**src/hw/QuplsIsaPkg.sv**
```systemverilog
`default_nettype none

package QuplsIsaPkg;

	// ========================================================================
	// Instruction word layout
	// ========================================================================

	// All instructions are a fixed 32 bits wide
	localparam int INSTR_W = 32;

	// A fetch block carries two instructions side by side
	localparam int FETCH_W = 2 * INSTR_W;

	// Opcode sits in the lowest seven bits
	localparam int OPCODE_LSB = 0;
	localparam int OPCODE_MSB = 6;
	localparam int OPCODE_W = OPCODE_MSB - OPCODE_LSB + 1;

	// Register fields are all six bits, giving 64 architectural registers
	localparam int REG_FIELD_W = 6;
	localparam int RD_LSB = 7;
	localparam int RD_MSB = 12;
	localparam int RS1_LSB = 13;
	localparam int RS1_MSB = 18;
	localparam int RS2_LSB = 19;
	localparam int RS2_MSB = 24;

	// The immediate overlays Rs2 and the spare upper bits
	localparam int IMM_LSB = 19;
	localparam int IMM_MSB = 31;
	localparam int IMM_FIELD_W = 13;

	typedef logic [INSTR_W-1:0] instrWord;

	// Lower-addressed instruction is in the low half
	typedef logic [FETCH_W-1:0] fetchBlock;

	// ========================================================================
	// Opcode map
	// ========================================================================

	// Register-only forms live at the bottom of the map, immediates above,
	// and all memory operations share the 7'h4x group
	typedef enum logic [OPCODE_W-1:0] {
		OP_NOP   = 7'h00,
		OP_ADD   = 7'h02,
		OP_SUB   = 7'h03,
		OP_AND   = 7'h04,
		OP_OR    = 7'h05,
		OP_ZSxxI = 7'h06,
		OP_ADDI  = 7'h10,
		OP_CMPI  = 7'h11,
		OP_MULI  = 7'h12,
		OP_DIVI  = 7'h13,
		OP_SUBFI = 7'h14,
		OP_DIVUI = 7'h15,
		OP_MULUI = 7'h16,
		OP_ANDI  = 7'h18,
		OP_ORI   = 7'h19,
		OP_EORI  = 7'h1A,
		OP_RTD   = 7'h20,
		OP_JSR   = 7'h21,
		OP_LDB   = 7'h40,
		OP_LDBU  = 7'h41,
		OP_LDW   = 7'h42,
		OP_LDWU  = 7'h43,
		OP_LDT   = 7'h44,
		OP_LDTU  = 7'h45,
		OP_LDO   = 7'h46,
		OP_CACHE = 7'h47,
		OP_STB   = 7'h48,
		OP_STW   = 7'h49,
		OP_STT   = 7'h4A,
		OP_STO   = 7'h4B
	} opcode_t;

endpackage

`default_nettype wire
```
**src/hw/QuplsDecodePkg.sv**
```systemverilog
`default_nettype none

package QuplsDecodePkg;

	// ========================================================================
	// Decode stage types
	// ========================================================================

	// Instruction addresses span the full 64-bit space
	localparam int ADDR_W = 64;

	// Immediates are widened to the machine word before leaving decode
	localparam int IMM_W = 64;

	typedef logic [ADDR_W-1:0] address_t;

	// Register numbers share their width with the instruction fields
	typedef logic [QuplsIsaPkg::REG_FIELD_W-1:0] regNum_t;

	typedef logic [IMM_W-1:0] immValue_t;

	// ========================================================================
	// Decode stage sizing
	// ========================================================================

	// Four entries hold two whole fetch blocks
	localparam int QUEUE_DEPTH = 4;

	// Byte distance between the two instructions of one block
	localparam int INSTR_BYTES = 4;

endpackage

`default_nettype wire

```
**src/hw/QuplsDecodeTop.sv**
```systemverilog
`timescale 1ns/1ps
`default_nettype none

module QuplsDecodeTop
(
	input logic clk,
	input logic rst,
	input logic fetchValid,
	input QuplsIsaPkg::fetchBlock fetchBlk,
	input QuplsDecodePkg::address_t fetchPc,
	output logic fetchBusy,
	output logic decodedValid,
	output QuplsDecodePkg::address_t decodedPc,
	output QuplsIsaPkg::opcode_t opcode,
	output QuplsDecodePkg::regNum_t rd,
	output QuplsDecodePkg::regNum_t rs1,
	output QuplsDecodePkg::regNum_t rs2,
	output logic hasImm,
	output QuplsDecodePkg::immValue_t imm,
	output logic isMem
);

	// Aligner to queue
	wire wrEn;
	wire QuplsIsaPkg::instrWord wrInstr;
	wire QuplsDecodePkg::address_t wrPc;
	wire full;

	// Queue to decoder
	wire rdEn;
	wire empty;
	wire QuplsIsaPkg::instrWord rdInstr;
	wire QuplsDecodePkg::address_t rdPc;

	// ========================================================================
	// Aligner, queue and decoder in a line
	// ========================================================================

	QuplsInstrAligner aligner
	(
		.clk(clk),
		.rst(rst),
		.fetchValid(fetchValid),
		.fetchBlk(fetchBlk),
		.fetchPc(fetchPc),
		.full(full),
		.fetchBusy(fetchBusy),
		.wrEn(wrEn),
		.wrInstr(wrInstr),
		.wrPc(wrPc)
	);

	QuplsInstrQueue #(.DEPTH(QuplsDecodePkg::QUEUE_DEPTH)) instrQueue
	(
		.clk(clk),
		.rst(rst),
		.wrEn(wrEn),
		.wrInstr(wrInstr),
		.wrPc(wrPc),
		.rdEn(rdEn),
		.rdInstr(rdInstr),
		.rdPc(rdPc),
		.full(full),
		.empty(empty)
	);

	QuplsDecoder decoder
	(
		.clk(clk),
		.rst(rst),
		.empty(empty),
		.rdInstr(rdInstr),
		.rdPc(rdPc),
		.rdEn(rdEn),
		.decodedValid(decodedValid),
		.decodedPc(decodedPc),
		.opcode(opcode),
		.rd(rd),
		.rs1(rs1),
		.rs2(rs2),
		.hasImm(hasImm),
		.imm(imm),
		.isMem(isMem)
	);

endmodule

`default_nettype wire

```
**src/hw/QuplsDecoder.sv**
```systemverilog
`timescale 1ns/1ps
`default_nettype none

module QuplsDecoder
(
	input logic clk,
	input logic rst,
	input logic empty,
	input QuplsIsaPkg::instrWord rdInstr,
	input QuplsDecodePkg::address_t rdPc,
	output logic rdEn,
	output logic decodedValid,
	output QuplsDecodePkg::address_t decodedPc,
	output QuplsIsaPkg::opcode_t opcode,
	output QuplsDecodePkg::regNum_t rd,
	output QuplsDecodePkg::regNum_t rs1,
	output QuplsDecodePkg::regNum_t rs2,
	output logic hasImm,
	output QuplsDecodePkg::immValue_t imm,
	output logic isMem
);

	// Number of copies of the sign bit needed to fill the machine word
	localparam int IMM_EXT_W = QuplsDecodePkg::IMM_W - QuplsIsaPkg::IMM_FIELD_W;

	logic headHasImm;
	logic headIsMem;
	logic immSign;
	QuplsIsaPkg::opcode_t headOp;
	QuplsDecodePkg::regNum_t headRs2;
	QuplsDecodePkg::immValue_t headImm;

	// ========================================================================
	// Combinational decode of the queue head
	// ========================================================================

	QuplsDecodeHasImm hasImmUnit
	(
		.instr(rdInstr),
		.hasImm(headHasImm)
	);

	function automatic logic isMemOpcode(input QuplsIsaPkg::opcode_t code);
		logic result;
		result = 1'b0;
		case (code)
		// Loads and the cache control op both generate an address
		QuplsIsaPkg::OP_LDB, QuplsIsaPkg::OP_LDBU, QuplsIsaPkg::OP_LDW,
		QuplsIsaPkg::OP_LDWU, QuplsIsaPkg::OP_LDT, QuplsIsaPkg::OP_LDTU,
		QuplsIsaPkg::OP_LDO, QuplsIsaPkg::OP_CACHE:
			result = 1'b1;
		QuplsIsaPkg::OP_STB, QuplsIsaPkg::OP_STW, QuplsIsaPkg::OP_STT,
		QuplsIsaPkg::OP_STO:
			result = 1'b1;
		default:
			result = 1'b0;
		endcase
		return result;
	endfunction

	// Pop whenever something is waiting, one instruction per cycle
	assign rdEn = !empty;

	assign headOp = QuplsIsaPkg::opcode_t'(rdInstr[QuplsIsaPkg::OPCODE_MSB:QuplsIsaPkg::OPCODE_LSB]);
	assign headIsMem = isMemOpcode(headOp);
	assign immSign = rdInstr[QuplsIsaPkg::IMM_MSB];

	// Rs2 bits belong to the immediate when one is present
	assign headRs2 = headHasImm ? '0 : rdInstr[QuplsIsaPkg::RS2_MSB:QuplsIsaPkg::RS2_LSB];
	assign headImm = headHasImm
		? {{IMM_EXT_W{immSign}}, rdInstr[QuplsIsaPkg::IMM_MSB:QuplsIsaPkg::IMM_LSB]} : '0;

	// ========================================================================
	// Bundle registers
	// ========================================================================

	always_ff @(posedge clk)
	begin
		if (rst)
			decodedValid <= 1'b0;
		else
			decodedValid <= rdEn;
	end

	// Bundle only changes on a pop, so it stays stable between strobes
	always_ff @(posedge clk)
	begin
		if (rdEn)
		begin
			decodedPc <= rdPc;
			opcode <= headOp;
			rd <= rdInstr[QuplsIsaPkg::RD_MSB:QuplsIsaPkg::RD_LSB];
			rs1 <= rdInstr[QuplsIsaPkg::RS1_MSB:QuplsIsaPkg::RS1_LSB];
			rs2 <= headRs2;
			hasImm <= headHasImm;
			imm <= headImm;
			isMem <= headIsMem;
		end
	end

endmodule

`default_nettype wire

```
**src/hw/QuplsInstrQueue.sv**
```systemverilog
`timescale 1ns/1ps
`default_nettype none

module QuplsInstrQueue
#(
	parameter int DEPTH = QuplsDecodePkg::QUEUE_DEPTH
)
(
	input logic clk,
	input logic rst,
	input logic wrEn,
	input QuplsIsaPkg::instrWord wrInstr,
	input QuplsDecodePkg::address_t wrPc,
	input logic rdEn,
	output QuplsIsaPkg::instrWord rdInstr,
	output QuplsDecodePkg::address_t rdPc,
	output logic full,
	output logic empty
);

	// Pointers wrap on their own since DEPTH is a power of two
	localparam int PTR_W = $clog2(DEPTH);
	localparam int CNT_W = $clog2(DEPTH + 1);

	QuplsIsaPkg::instrWord instrMem [DEPTH];
	QuplsDecodePkg::address_t pcMem [DEPTH];
	logic [PTR_W-1:0] wrPtr;
	logic [PTR_W-1:0] rdPtr;
	logic [CNT_W-1:0] count;
	logic doWrite;
	logic doRead;

	assign full = (count == CNT_W'(DEPTH));
	assign empty = (count == '0);
	assign doWrite = wrEn && !full;
	assign doRead = rdEn && !empty;

	// Head entry is shown directly, so a fresh entry is readable the cycle after its write
	assign rdInstr = instrMem[rdPtr];
	assign rdPc = pcMem[rdPtr];

	// ========================================================================
	// Storage and pointers
	// ========================================================================

	always_ff @(posedge clk)
	begin
		if (doWrite)
		begin
			instrMem[wrPtr] <= wrInstr;
			pcMem[wrPtr] <= wrPc;
		end
	end

	always_ff @(posedge clk)
	begin
		if (rst)
		begin
			wrPtr <= '0;
			rdPtr <= '0;
			count <= '0;
		end
		else
		begin
			if (doWrite)
				wrPtr <= wrPtr + 1'b1;
			if (doRead)
				rdPtr <= rdPtr + 1'b1;
			// A read and a write on the same edge leave the count unchanged
			if (doWrite && !doRead)
				count <= count + 1'b1;
			else if (doRead && !doWrite)
				count <= count - 1'b1;
		end
	end

	// Both neighbours are expected to look at the flags before strobing
	assert property (@(posedge clk) disable iff (rst) wrEn |-> !full)
		else $error("QuplsInstrQueue: write while full");
	assert property (@(posedge clk) disable iff (rst) rdEn |-> !empty)
		else $error("QuplsInstrQueue: read while empty");

endmodule

`default_nettype wire

```
**src/hw/QuplsInstrAligner.sv**
```systemverilog
`timescale 1ns/1ps
`default_nettype none

module QuplsInstrAligner
(
	input logic clk,
	input logic rst,
	input logic fetchValid,
	input QuplsIsaPkg::fetchBlock fetchBlk,
	input QuplsDecodePkg::address_t fetchPc,
	input logic full,
	output logic fetchBusy,
	output logic wrEn,
	output QuplsIsaPkg::instrWord wrInstr,
	output QuplsDecodePkg::address_t wrPc
);

	// IDLE waits for a block, FIRST owes the low half, SECOND owes the high half
	typedef enum logic [1:0] {IDLE, FIRST, SECOND} alignState_t;

	alignState_t state;
	QuplsIsaPkg::fetchBlock blkReg;
	QuplsDecodePkg::address_t pcReg;
	logic accept;

	// Busy for as long as any half of the block is still owed to the queue
	assign fetchBusy = (state != IDLE);
	assign accept = fetchValid && !fetchBusy;

	// A write goes out on every edge where the queue has room
	assign wrEn = fetchBusy && !full;

	// The high half is the instruction one word further on
	assign wrInstr = (state == SECOND) ? blkReg[QuplsIsaPkg::FETCH_W-1:QuplsIsaPkg::INSTR_W]
		: blkReg[QuplsIsaPkg::INSTR_W-1:0];
	assign wrPc = (state == SECOND)
		? pcReg + QuplsDecodePkg::address_t'(QuplsDecodePkg::INSTR_BYTES) : pcReg;

	// ========================================================================
	// Control
	// ========================================================================

	always_ff @(posedge clk)
	begin
		if (rst)
			state <= IDLE;
		else
		begin
			case (state)
			IDLE:
				if (accept)
					state <= FIRST;
			// Stay put while the queue is full, so the instruction is held
			FIRST:
				if (!full)
					state <= SECOND;
			SECOND:
				if (!full)
					state <= IDLE;
			default:
				state <= IDLE;
			endcase
		end
	end

	// Block and address are captured once and held until both halves are out
	always_ff @(posedge clk)
	begin
		if (accept)
		begin
			blkReg <= fetchBlk;
			pcReg <= fetchPc;
		end
	end

	// The fetch unit has to respect fetchBusy, a strobe while busy is dropped
	assert property (@(posedge clk) disable iff (rst) fetchValid |-> !fetchBusy)
		else $error("QuplsInstrAligner: fetch strobe while busy");

endmodule

`default_nettype wire

```
**src/hw/QuplsDecodeHasImm.sv**
```systemverilog
`timescale 1ns/1ps
`default_nettype none

module QuplsDecodeHasImm
(
	input QuplsIsaPkg::instrWord instr,
	output logic hasImm
);

	QuplsIsaPkg::opcode_t op;

	// Opcode values outside the enum fall through to the default below
	assign op = QuplsIsaPkg::opcode_t'(instr[QuplsIsaPkg::OPCODE_MSB:QuplsIsaPkg::OPCODE_LSB]);

	// ========================================================================
	// Immediate classification
	// ========================================================================

	function automatic logic isImmOpcode(input QuplsIsaPkg::opcode_t code);
		logic result;
		result = 1'b0;
		case (code)
		// Set on condition against an immediate
		QuplsIsaPkg::OP_ZSxxI:
			result = 1'b1;
		// Arithmetic and logic with an immediate second operand
		QuplsIsaPkg::OP_ADDI, QuplsIsaPkg::OP_CMPI, QuplsIsaPkg::OP_MULI,
		QuplsIsaPkg::OP_DIVI, QuplsIsaPkg::OP_SUBFI, QuplsIsaPkg::OP_DIVUI,
		QuplsIsaPkg::OP_MULUI, QuplsIsaPkg::OP_ANDI, QuplsIsaPkg::OP_ORI,
		QuplsIsaPkg::OP_EORI:
			result = 1'b1;
		// Return-and-deallocate carries the stack adjustment, JSR the target offset
		QuplsIsaPkg::OP_RTD, QuplsIsaPkg::OP_JSR:
			result = 1'b1;
		// Memory operations use the immediate as the address displacement
		QuplsIsaPkg::OP_LDB, QuplsIsaPkg::OP_LDBU, QuplsIsaPkg::OP_LDW,
		QuplsIsaPkg::OP_LDWU, QuplsIsaPkg::OP_LDT, QuplsIsaPkg::OP_LDTU,
		QuplsIsaPkg::OP_LDO, QuplsIsaPkg::OP_CACHE, QuplsIsaPkg::OP_STB,
		QuplsIsaPkg::OP_STW, QuplsIsaPkg::OP_STT, QuplsIsaPkg::OP_STO:
			result = 1'b1;
		// Register-only forms read Rs2 instead
		default:
			result = 1'b0;
		endcase
		return result;
	endfunction

	assign hasImm = isImmOpcode(op);

endmodule

`default_nettype wire

```
**config.mk**
```make
export PLATFORM = sky130hd
export DESIGN_NAME = QuplsDecodeTop
export DESIGN_NICKNAME = d
export VERILOG_FILES = /design/src/hw/QuplsIsaPkg.sv /design/src/hw/QuplsDecodePkg.sv /design/src/hw/QuplsDecodeTop.sv /design/src/hw/QuplsDecoder.sv /design/src/hw/QuplsInstrQueue.sv /design/src/hw/QuplsInstrAligner.sv /design/src/hw/QuplsDecodeHasImm.sv
export SDC_FILE = /design/constraint.sdc
export NUM_CORES = 1
export LEC_CHECK = 0
export BUFFER_PORTS_ARGS = -buffer_cell sky130_fd_sc_hd__buf_2
export CAP_MARGIN = 5
export CORE_MARGIN = 2
export CORE_UTILIZATION = 55
export DETAILED_ROUTE_END_ITERATION = 7
export GPL_ROUTABILITY_DRIVEN = 1
export GPL_TIMING_DRIVEN = 0
export MAX_ROUTING_LAYER = met4
export PLACE_DENSITY = 0.81
export SLEW_MARGIN = 10
export SYNTH_ARGS = -nofsm -noshare
export SYNTH_HDL_FRONTEND = slang
export SYNTH_HIERARCHICAL = 1
export SYNTH_SLANG_ARGS = --single-unit
```
**constraint.sdc**
```tcl
create_clock -name clk -period 8.8 [get_ports clk]
set_input_delay 0.44 -clock clk [delete_from_list [all_inputs] [get_ports clk]]
set_output_delay 0.44 -clock clk [all_outputs]
set_load 0.01 [all_outputs]
```
**After elaboration in Yosys (flattened, before gate mapping)**

Memories as Yosys holds them, arrays and structs flattened. A register that Yosys moved wholly into a read port is not among the register bits.
Cells that the tools add are included.

- Flip-flop bits (word level): 178
- RAM bits: 384
- Input port bits: 131
- Output and inout port bits: 157
- Logic and storage cells: 83
- Memories: 2

- $add $sub $neg: 5
- Eq/ne operators: 31
- Multiplexer cells: 14
- Reduce and logical (&&, ||, !) cells: 17

Memory list:

| name | words | bits a word | read ports | clocked after Yosys merged registers in | write ports | RTL line | source |
|---|---|---|---|---|---|---|---|
| instrQueue.pcMem | 4 | 64 | 1 | 1 | 1 | QuplsInstrQueue.sv:26 | `QuplsDecodePkg::address_t pcMem [DEPTH];` |
| instrQueue.instrMem | 4 | 32 | 1 | 1 | 1 | QuplsInstrQueue.sv:25 | `QuplsIsaPkg::instrWord instrMem [DEPTH];` |

Operator list:

| cell | count |
|---|---|
| equality test 7 bit (second input constant) | 12 |
| equality test 7 x 5 -> 1 bit (second input constant) | 10 |
| adder 64 x 3 -> 64 bit (second input constant) | 1 |
| two-way mux 64 bit | 1 |
| two-way mux 32 bit | 1 |
| OR reduction 25 bit | 1 |
| equality test 7 x 6 -> 1 bit (second input constant) | 2 |
| OR reduction 12 bit | 1 |
| two-way mux 2 bit | 5 |
| equality test 7 x 3 -> 1 bit (second input constant) | 1 |
| two-way mux 3 bit | 2 |
| one-hot mux 2 bit (3 select lines) | 1 |
| logical AND 1 bit | 5 |
| logical NOT 1 bit | 5 |
| adder 2 x 1 -> 2 bit (second input constant) | 2 |
| two-way mux 1 bit | 4 |
| inequality test 2 bit (second input constant) | 2 |
| nonzero test 2 bit | 2 |
| adder 3 x 1 -> 3 bit (second input constant) | 1 |
| equality test 3 bit (second input constant) | 1 |
| logical NOT 3 bit | 1 |
| AND reduction 3 bit | 1 |
| subtractor 3 x 1 -> 3 bit (second input constant) | 1 |
| equality test 2 x 1 -> 1 bit (second input constant) | 1 |
| 3 further kinds | 3 |

**Depth between registers and ports, before layout**

Gate-level depths: netlist (run 1).

- Depth in word-level cells: 8
- Gate-level depth with buffers: 10
- Depth with buffers taken out: 10

**Modules after synthesis**

The synthesis (run 1) kept the hierarchy.

By module, submodules not included:

| module | times used | cells an instance | area an instance (µm²) | sequential area each (µm²) |
|---|---|---|---|---|
| QuplsInstrQueue | 1 | 550 | 14301.2 | 11711.2 |
| QuplsInstrAligner | 1 | 387 | 5693.0 | 3883.7 |
| QuplsDecoder | 1 | 180 | 3709.8 | 3143.0 |
| QuplsDecodeHasImm | 1 | 6 | 62.6 | 0.0 |

**Worst setup path after synthesis (run 1)**

Ideal clock, no wire load.

- Path type: register to register
- Start: register instrQueue.count[0]
- End: register instrQueue.count[2]
- Library setup time: 0.070 ns
- Arrival: 4.008 ns
- Required time: 8.730 ns
- Setup slack: 4.722 ns
- Stages on the path, launching flop included: 10
- Path buffers: 0
- Period minus slack after synthesis: 4.078 ns
- Cells stage by stage: dfxtp_1 > nor3_1 > inv_1 > o31ai_1 > ha_1 > inv_1 > fa_1 > xor2_1 > or3_1 > a21oi_1

- Elaborated cells between the ends (all ways): 14
- Those cells by class: 2 x add/sub; 1 x eq/ne; 2 x mux; 9 x reduce/logical

RTL lines:

| element | RTL line | source |
|---|---|---|
| start, declared | QuplsInstrQueue.sv:29 | `logic [CNT_W-1:0] count;` |
| start signal, assigned | QuplsInstrQueue.sv:71 | `count <= count + 1'b1;` |
| start signal, assigned | QuplsInstrQueue.sv:73 | `count <= count - 1'b1;` |
| logical NOT 3 bit | QuplsInstrQueue.sv:34 | `assign empty = (count == '0);` |
| named net empty | QuplsDecodeTop.sv:31 | `wire empty;` |
| logical NOT 1 bit | QuplsDecoder.sv:62 | `assign rdEn = !empty;` |
| named net rdEn | QuplsDecodeTop.sv:30 | `wire rdEn;` |
| logical AND 1 bit | QuplsInstrQueue.sv:72 | `else if (doRead && !doWrite)` |
| nonzero test 2 bit (no source line) | - |  |

The timed path passes the listed nets, and every way through them passes these cells. The select of a mux whose other input is x is not followed.
A chain may end at the register's enable or synchronous reset.

==> results.md, run 1 <==
* Result of the run: finished, final reports clean
* Die Y at roughly 210 um
* Critical Path Sink: decoder/imm[0]$_SDFFCE_PN0N_
* DRT iter0 DRCs at between 1000 and 1500
* Die Span X at ~210 um
* Main area contributors after synthesis: edfxtp_1 78%, mux4_2 9.1%, buf_4 1.7%
* RSZ-0062 raised after global routing: false
* Hold Fails Final Rpt at 0
* Gr usage total at between 20% and 30%
* Portion of the clock cycle consumed by the worst path in the final layout at between 30 and 40%
* Wire length of the first global-routing pass at between 70000 and 80000 um
* Clock Tree Root: clkbuf_16
* Slew @ Worst Pin at 0.8398 ns
* Post-synthesis share of cell area spent on full adders, half adders and majority gates at 0.4001%
* Fin nets at roughly 1700
* Pin count of the biggest net entering global routing at 66
* Antenna-violating nets left at 0
* Largest buffer count on any clock path at 3
* I/O Pins at 288
* Critical path buffers and inverters at 3
* Share of the synthesized netlist area taken by xor and xnor gates at under 10%
* Share of post-route cells with drive strength above 1 at a little under two fifths
* Setup slack of the worst register-to-register path at about 5.6 ns
* WP depth at 8
* Slowest CP cell: o311a_1
* Share of cell area taken by muxes after synthesis at a little over a tenth
* CP required at a little over 9 ns
* Via density per instance at 5.440
* Total Wirelength at just under 50000 um
* Global placer's final weighted congestion at ~0.77
* Largest fanout on the critical path at 11
* Post-route standard cell area excluding fillers at 0.02960 mm^2
* Number of distinct library cells after synthesis at 51
* Drt first pass iters at 5
* HPWL after detailed placement at 29510 um
* Rel. slew slack at between 40% and 50%
* Initial core utilization at 55.42%
* Number of synthesized register bits at between 600 and 700
* Max Clock Skew at around 0.024 ns
* Level count of the clock H-tree at 2
* Synthesized-area fraction occupied by ao, oa, aoi and oai cells at 0.4001%
* Largest voltage drop on the vdd net at 0.2689 mV
* Endpoint class of the critical path: flip-flop
* GRT Residual Overflow at 0
* Overall power at a little under 9 mW
* Area growth syn-to-layout at 24.54%
* TritonCTS clock tree: built
* Max Clock Freq at 0.3129 GHz
* Number of synthesis warnings at 6
* Routed length per instance at 22.18 um
* Crit-path cells: buf_2 > clkbuf_1 > mux4_2 > o21a_1 > a221oi_2 > o311a_1 > buf_6 > and2_1
* WP data arrival at around 3.7 ns
* Net count after synthesis at 1261
* Cell class contributing the biggest share of worst-path delay: compound AO/OA/AOI/OAI gates
* CP Launch Type: flip-flop
* Input/output buffers at roughly 290
* Synth Flop Type: edfxtp_1
* Cell leakage power at approximately 10 nW
* Power density of the placed cells at 297.8 mW/mm^2
* Total CTS buffers at 60
* Sequential element share of the synthesized area at about four fifths
* Worst-case reg-to-reg path depth at 8
* Sum of negative setup slack at 0 ns
* Std-Cell Rows at between 70 and 80
* Final setup violating endpoints at 0
* Max-slew violations at 0
* Delay of the slowest cell on the worst path at about 0.7 ns
* Destination of the worst register-to-register timing path: decoder/imm[0]$_SDFFCE_PN0N_
* Clock transition at path regs at ~0.070 ns
* Mapped Area at about 0.024 mm^2
* Dominant combinational cell family by area after synthesis: multiplexers
* Final Critical Period at 3.196 ns
* Number of maximum-capacitance constraint violations at 0
* Average instance area after synthesis at roughly 21 um^2
* Area fraction in and, or, nand and nor cells after synthesis at under 10%
* FFs w/ async S/R, synth at 0%
* Die area at roughly 0.045 mm^2
* Vias in the first global route at approximately 13000
* Number of enable flip-flop cells after synthesis at about 600
* Number of cells produced by synthesis at between 1000 and 1500
* Number of fill cells at roughly 2600
* Clk Latency, worst-skew pair at ~0.62 ns
* Post-synthesis cell type with the largest combined area: edfxtp_1
* Setup CP Type: reg2reg
* Total cell area at the placement stage at about 0.026 mm^2
* Top cell type's share of synthesized area at 77.83%
* Clock sinks at roughly 630
* Detailed-route via count at 12190
* Total DRC errors in the routed layout at 0
* Std-Cell Core Area at ~0.043 mm^2
* HP Class: in2reg
* Initial antenna violation count at 2
==> placed cells by master (no fill, tap or decap), types with 4 or more instances in the layout <==
cell | synthesis | layout
edfxtp_1 | 616 | 616
buf_2 | 12 | 299
dlygate4sd3_1 | 0 | 121
mux4_2 | 96 | 96
clkbuf_16 | 0 | 62
buf_4 | 53 | 53
xnor2_1 | 33 | 33
mux2_2 | 33 | 33
xor2_1 | 32 | 32
nand2_1 | 31 | 31
nor2_1 | 30 | 30
nand3_1 | 20 | 20
nand4_1 | 18 | 18
clkbuf_1 | 11 | 16
inv_1 | 14 | 13
clkinv_2 | 0 | 13
nor3_1 | 12 | 12
buf_16 | 0 | 12
dfxtp_1 | 12 | 12
bufinv_16 | 0 | 12
clkinv_1 | 0 | 12
and2_2 | 10 | 10
nor4_1 | 7 | 7
and2_1 | 11 | 6
and3_1 | 6 | 6
ha_1 | 6 | 6
and2b_2 | 6 | 6
buf_6 | 6 | 6
and2_4 | 0 | 5
or4_4 | 4 | 4
and4_1 | 4 | 4
==> logic make-up after synthesis <==
kind of cell	Yosys count
flip-flops	628
adder cells (fa/ha/maj)	7
AND/OR/NAND/NOR	180
multiplexers	133
XOR/XNOR	65
AO/OA/AOI/OAI	12
buffers and inverters	98
==> where the power goes <==
group	internal (mW)	switching, mW	total [mW]	leakage, nW
registers	3.95	0.187	4.14	5.82
clock network	1.63	1.09	2.72	1.03
logic	0.886	1.07	1.96	3.54
total	6.47	2.35	8.82	10.4
==> how the worst min path moves through the flow <==
| stage | startpoint | endpoint | slack [ns] | cells after the start |
|---|---|---|---|---|
| 4_1_cts | fetchPc[25] | aligner/pcReg[25]$_DFFE_PP_ | 0.001 | 1 |
| 3_5_place_dp | aligner/pcReg[0]$_DFFE_PP_ | instrQueue/pcMem[3][0]$_DFFE_PP_ | 0.52 | 1 |
| 3_3_place_gp | instrQueue/wrPtr[1]$_SDFFE_PP0P_ | instrQueue/wrPtr[1]$_SDFFE_PP0P_ | 0.49 | 2 |
| 2_1_floorplan | aligner/state[1]$_SDFFE_PP0P_ | aligner/state[0]$_SDFFE_PP0P_ | 0.47 | 1 |
| 5_1_grt | fetchPc[19] | aligner/pcReg[19]$_DFFE_PP_ | 0.002 | 1 |
| 6_report | fetchPc[19] | aligner/pcReg[19]$_DFFE_PP_ | 0.03 | 1 |
==> stage by stage <==
stage | cells | utilization, % | worst slack (ns) | hold WS, ns
3_3_place_gp | 1995 | 60.47 | 3.023 | 0.4932
3_5_place_dp | 2006 | 61.22 | 5.582 | 0.5194
2_1_floorplan | 1123 | - | 4.722 | 0.4719
6_report | 2241 | 69.02 | 5.604 | 0.02683
5_1_grt | 2240 | 69.01 | 5.438 | 0.001584
4_1_cts | 2237 | 68.93 | 5.578 | 0.001139
==> synthesized netlist by cell type, types with 7 or more instances <==
master,n
dfxtp_1,12
nor3_1,12
and2_1,11
edfxtp_1,616
xnor2_1,33
nand4_1,18
xor2_1,32
nand2_1,31
mux2_2,33
nand3_1,20
mux4_2,96
clkbuf_1,11
buf_4,53
inv_1,14
nor2_1,30
nor4_1,7
buf_2,12
and2_2,10
==> registers in the layout (all words and copies together), names as in the netlist, 3 cells and up, named ones only <==
| name | cells |
|---|---|
| aligner/blkReg | 64 |
| instrQueue/instrMem | 128 |
| decoder/imm | 13 |
| aligner/pcReg | 64 |
| instrQueue/count | 3 |
| decoder/rd | 6 |
| decoder/decodedPc | 64 |
| decoder/rs1 | 6 |
| instrQueue/pcMem | 256 |
| decoder/opcode | 7 |
| decoder/rs2 | 6 |
==> worst register-to-register path, cell delays in order, from the launching register on <==
cell	delay [ns]
dfxtp_1	0.30
buf_2	0.20
clkbuf_1	0.53
mux4_2	0.51
o21a_1	0.23
a221oi_2	0.18
o311a_1	0.68
buf_6	0.25
and2_1	0.18
==> routing by layer <==
layer | track usage [%] | share of wire, % | vias up
met5 | - | 0 | -
met4 | 8.426 | 2.4 | 0
met3 | 4.258 | 7.1 | 82
met2 | 39.94 | 52 | 492
met1 | 28.56 | 38 | 6190
li1 | - | - | 5427
==> timing repair <==
item                      4_1_cts  5_1_grt
hold endpoints to repair      123        0
resized for setup               0        0
hold buffers                  121        0
buffers inserted                0        0
==> layout make-up <==
class                      instances  area, um^2  area share [%]
timing repair buffer             420        2978           10.06
clock buffer                      67        1570           5.305
multi-input combinational        397        4398           14.86
antenna                            3       7.507         0.02536
buffer                            84       590.6           1.995
sequential                       628       18740           63.31
tap                              585       732.0           2.473
inverter                          14       57.56          0.1945
clock inverter                    43       526.8           1.780
(Power assumes the default switching activity.)
==> inputs of run 2 (changes only) <==
==> constraint.sdc (replaced) <==
create_clock -name clk -period 3.2 [get_ports clk]
set_input_delay 0.16 -clock clk [delete_from_list [all_inputs] [get_ports clk]]
set_output_delay 0.16 -clock clk [all_outputs]
set_load 0.01 [all_outputs]
==> run 2 against run 1 <==
Net effect:
- critical endpoint is now instrQueue/pcMem[3][55]$_DFFE_PP_
- global-route usage rose by 0.44 points
- first-iteration DRC count fell by 2.1%
- combinational power rose to 2.8 times the previous value
==> results.md, run 2 (synthesis gave the netlist of run 1 again) <==
* Destination of the worst register-to-register timing path: instrQueue/pcMem[3][55]$_DFFE_PP_
* Total CTS buffers at 59
* Global placer's final weighted congestion at between 0.7 and 0.8
* Share of post-route cells with drive strength above 1 at between 30% and 40%
* Proportion of power drawn by flip-flops and latches at roughly 47%
* Final setup violating endpoints at 0
* Count of cells along the worst hold path at 2
* Std-Cell Core Area at roughly 0.043 mm^2
* Destination of the worst hold path: aligner/blkReg[63]$_DFFE_PP_
* Area growth syn-to-layout at 24.46%
* Cell leakage power at 10.36 nW
* Total DRC errors in the routed layout at 0
* Largest fanout on the critical path at 7
* Register with the most flip-flops: instrQueue/pcMem
* Clk Latency, worst-skew pair at 0.62 ns
* Clock transition at path regs at around 0.070 ns
* Via density per instance at approximately 5.5
* Detailed-route via count at 12450
* Endpoint class of the critical path: flip-flop
* CP Launch Type: flip-flop
* Overall power at around 24 mW
* Cell internal power dissipation at between 15 and 20 mW
* Rel. slew slack at a little under half
* Net switching fraction of the power at between 20% and 30%
* Initial core utilization at a little under three fifths
* Level count of the clock H-tree at 2
* Commonest cells after routing, fill and taps aside: 616 x edfxtp_1, 299 x buf_2, 130 x dlygate4sd3_1, 96 x mux4_2, 61 x clkbuf_16
* Die Span X at 211.9 um
* WP data arrival at around 3.3 ns
* Routed length per instance at between 20 and 25 um
* Setup slack of the worst register-to-register path at about 0.22 ns
* Setup CP Type: reg2reg
* Most frequent standard cell in the layout excluding fill and tap cells: edfxtp_1
* Largest buffer count on any clock path at 3
* Number of fill cells at ~2600
* Fin nets at 1755
* Largest registers: instrQueue/pcMem x256, instrQueue/instrMem x128
* Vias in the first global route at between 10000 and 15000
* Slew @ Worst Pin at ~0.80 ns
* Initial antenna violation count at 2
* Logic pwr share at between 20% and 30%
* Final cell count without fillers at about 2300
* HP Class: in2reg
* Max-slew violations at 0
* Psw at between 6 and 7 mW
* Largest voltage drop on the vdd net at between 0.7 and 0.8 mV
* Die area at ~0.045 mm^2
* Max Clock Skew at between 0.015 and 0.02 ns
* Pre-CTS setup slack at -0.01939 ns
* Reg2Reg Launch Point: aligner/pcReg[5]$_DFFE_PP_
* Portion of the clock cycle consumed by the worst path in the final layout at between 90 and 100%
* Worst-case reg-to-reg path depth at 6
* GRT Residual Overflow at 0
* Utilization after layout at a little under 70%
* Antenna-violating nets left at 0
* Max FFs per register at roughly 260
* Pin count of the biggest net entering global routing at 63
* DRT iter0 DRCs at 1040
* Std-Cell Rows at 76
* PnR worst setup slack at 0.2235 ns
* Number of maximum-capacitance constraint violations at 0
* Total Wirelength at a little over 50000 um
* Final Critical Period at approximately 3.0 ns
* Hold Fails Final Rpt at 0
* Max Clock Freq at 0.3360 GHz
* Clock network fraction of total power at ~30%
* Power density of the placed cells at 812.9 mW/mm^2
* Result of the run: finished, final reports clean
* RSZ-0062 raised after global routing: false
* Gr usage total at between 20% and 30%
* Clock sinks at about 630
* Placed insts at roughly 2000
* Clock Tree Root: clkbuf_16
* Beginning of the worst hold path: fetchBlk[63]
* Input/output buffers at between 200 and 300
* TritonCTS clock tree: built
* HPWL after detailed placement at 29930 um
* Die Y at 211.9 um
* Drt first pass iters at 5
* CP required at around 3.6 ns
* I/O Pins at approximately 290
* Wire length of the first global-routing pass at approximately 76000 um
==> run 2: cell count changes in the layout (fill, tap and decap cells not counted), sizes merged <==
| cell | delta |
|---|---|
| buf | +4 |
| bufinv | -3 |
| clkbuf | +5 |
| clkinv | -1 |
| clkinvlp | +1 |
| dlygate4sd3 | +9 |
| inv | -1 |
==> run 2: worst max-delay path by stage <==
stage | cells past startpoint | endpoint | startpoint | slack [ns]
global placement | 9 | instrQueue/count[2]$_SDFFE_PP0P_ | instrQueue/count[0]$_SDFFE_PP0P_ | -1.64
detailed placement | 7 | decoder/rs2[4]$_SDFFCE_PP0N_ | flip-flop | -0.02
global route | 6 | instrQueue/pcMem[2][55]$_DFFE_PP_ | aligner/pcReg[5]$_DFFE_PP_ | 0.04
CTS | 7 | decoder/imm[7]$_SDFFCE_PN0N_ | flip-flop | 0.18
floorplan | 9 | instrQueue/count[2]$_SDFFE_PP0P_ | instrQueue/count[0]$_SDFFE_PP0P_ | -0.46
finish | 6 | instrQueue/pcMem[3][55]$_DFFE_PP_ | aligner/pcReg[5]$_DFFE_PP_ | 0.22
==> run 2: power groups by stage <==
stage | clock [mW] | combinational, mW | sequential [mW]
final | 7.19 | 5.49 | 11.4
after global routing | 7.60 | 5.90 | 11.5
after CTS | 7.24 | 5.45 | 11.4
after detailed placement | 0 | 5.31 | 11.5
after global placement | 0 | 4.55 | 11.6
after floorplan | 0 | 2.87 | 11.8
==> run 2: per-layer routing <==
metal	share of wire (%)	track usage, %	vias to the layer above
met5	0	-	-
met3	7.0	4.183	105
met4	2.9	9.034	0
met1	37	29.30	6325
met2	53	40.38	572
li1	-	-	5450
==> run 2: timing repair <==
item | 4_1_cts | 5_1_grt
buffers inserted | 0 | 2
hold buffers | 130 | 0
gates resized for setup | 1 | 0
endpoints found under the setup margin | 13 | 1
hold endpoints to repair | 132 | 0
==> run 2: layout make-up <==
class                           count  area [um^2]  area share (%)
Sequential cell                   628        18740           63.36
Clock inverter                     39        427.9           1.447
Clock buffer                       72         1568           5.300
Buffer                             84        590.6           1.997
Antenna cell                        3        7.507         0.02538
Multi-Input combinational cell    397         4407           14.90
Inverter                           14        56.30          0.1903
Timing Repair Buffer              433         3050           10.31
Tap cell                          585        732.0           2.475
==> run 2: critical path, stage by stage (launching register included) <==
cell	delay (ns)
edfxtp_1	0.46
and4_1	0.31
and4_1	0.25
clkbuf_1	0.37
nand4_1	0.44
nor4_1	0.45
xor2_1	0.43
==> run 2: stage by stage <==
step	area (um^2)	hold slack (ns)	TNS [ns]
global route	29580	0.2380	0
CTS	29540	0.2194	0
global placement	25950	0.3367	-297.00
detailed placement	26240	0.3381	-0.08772
floorplan	23790	0.2267	-0.6154
finish	29580	0.2454	0
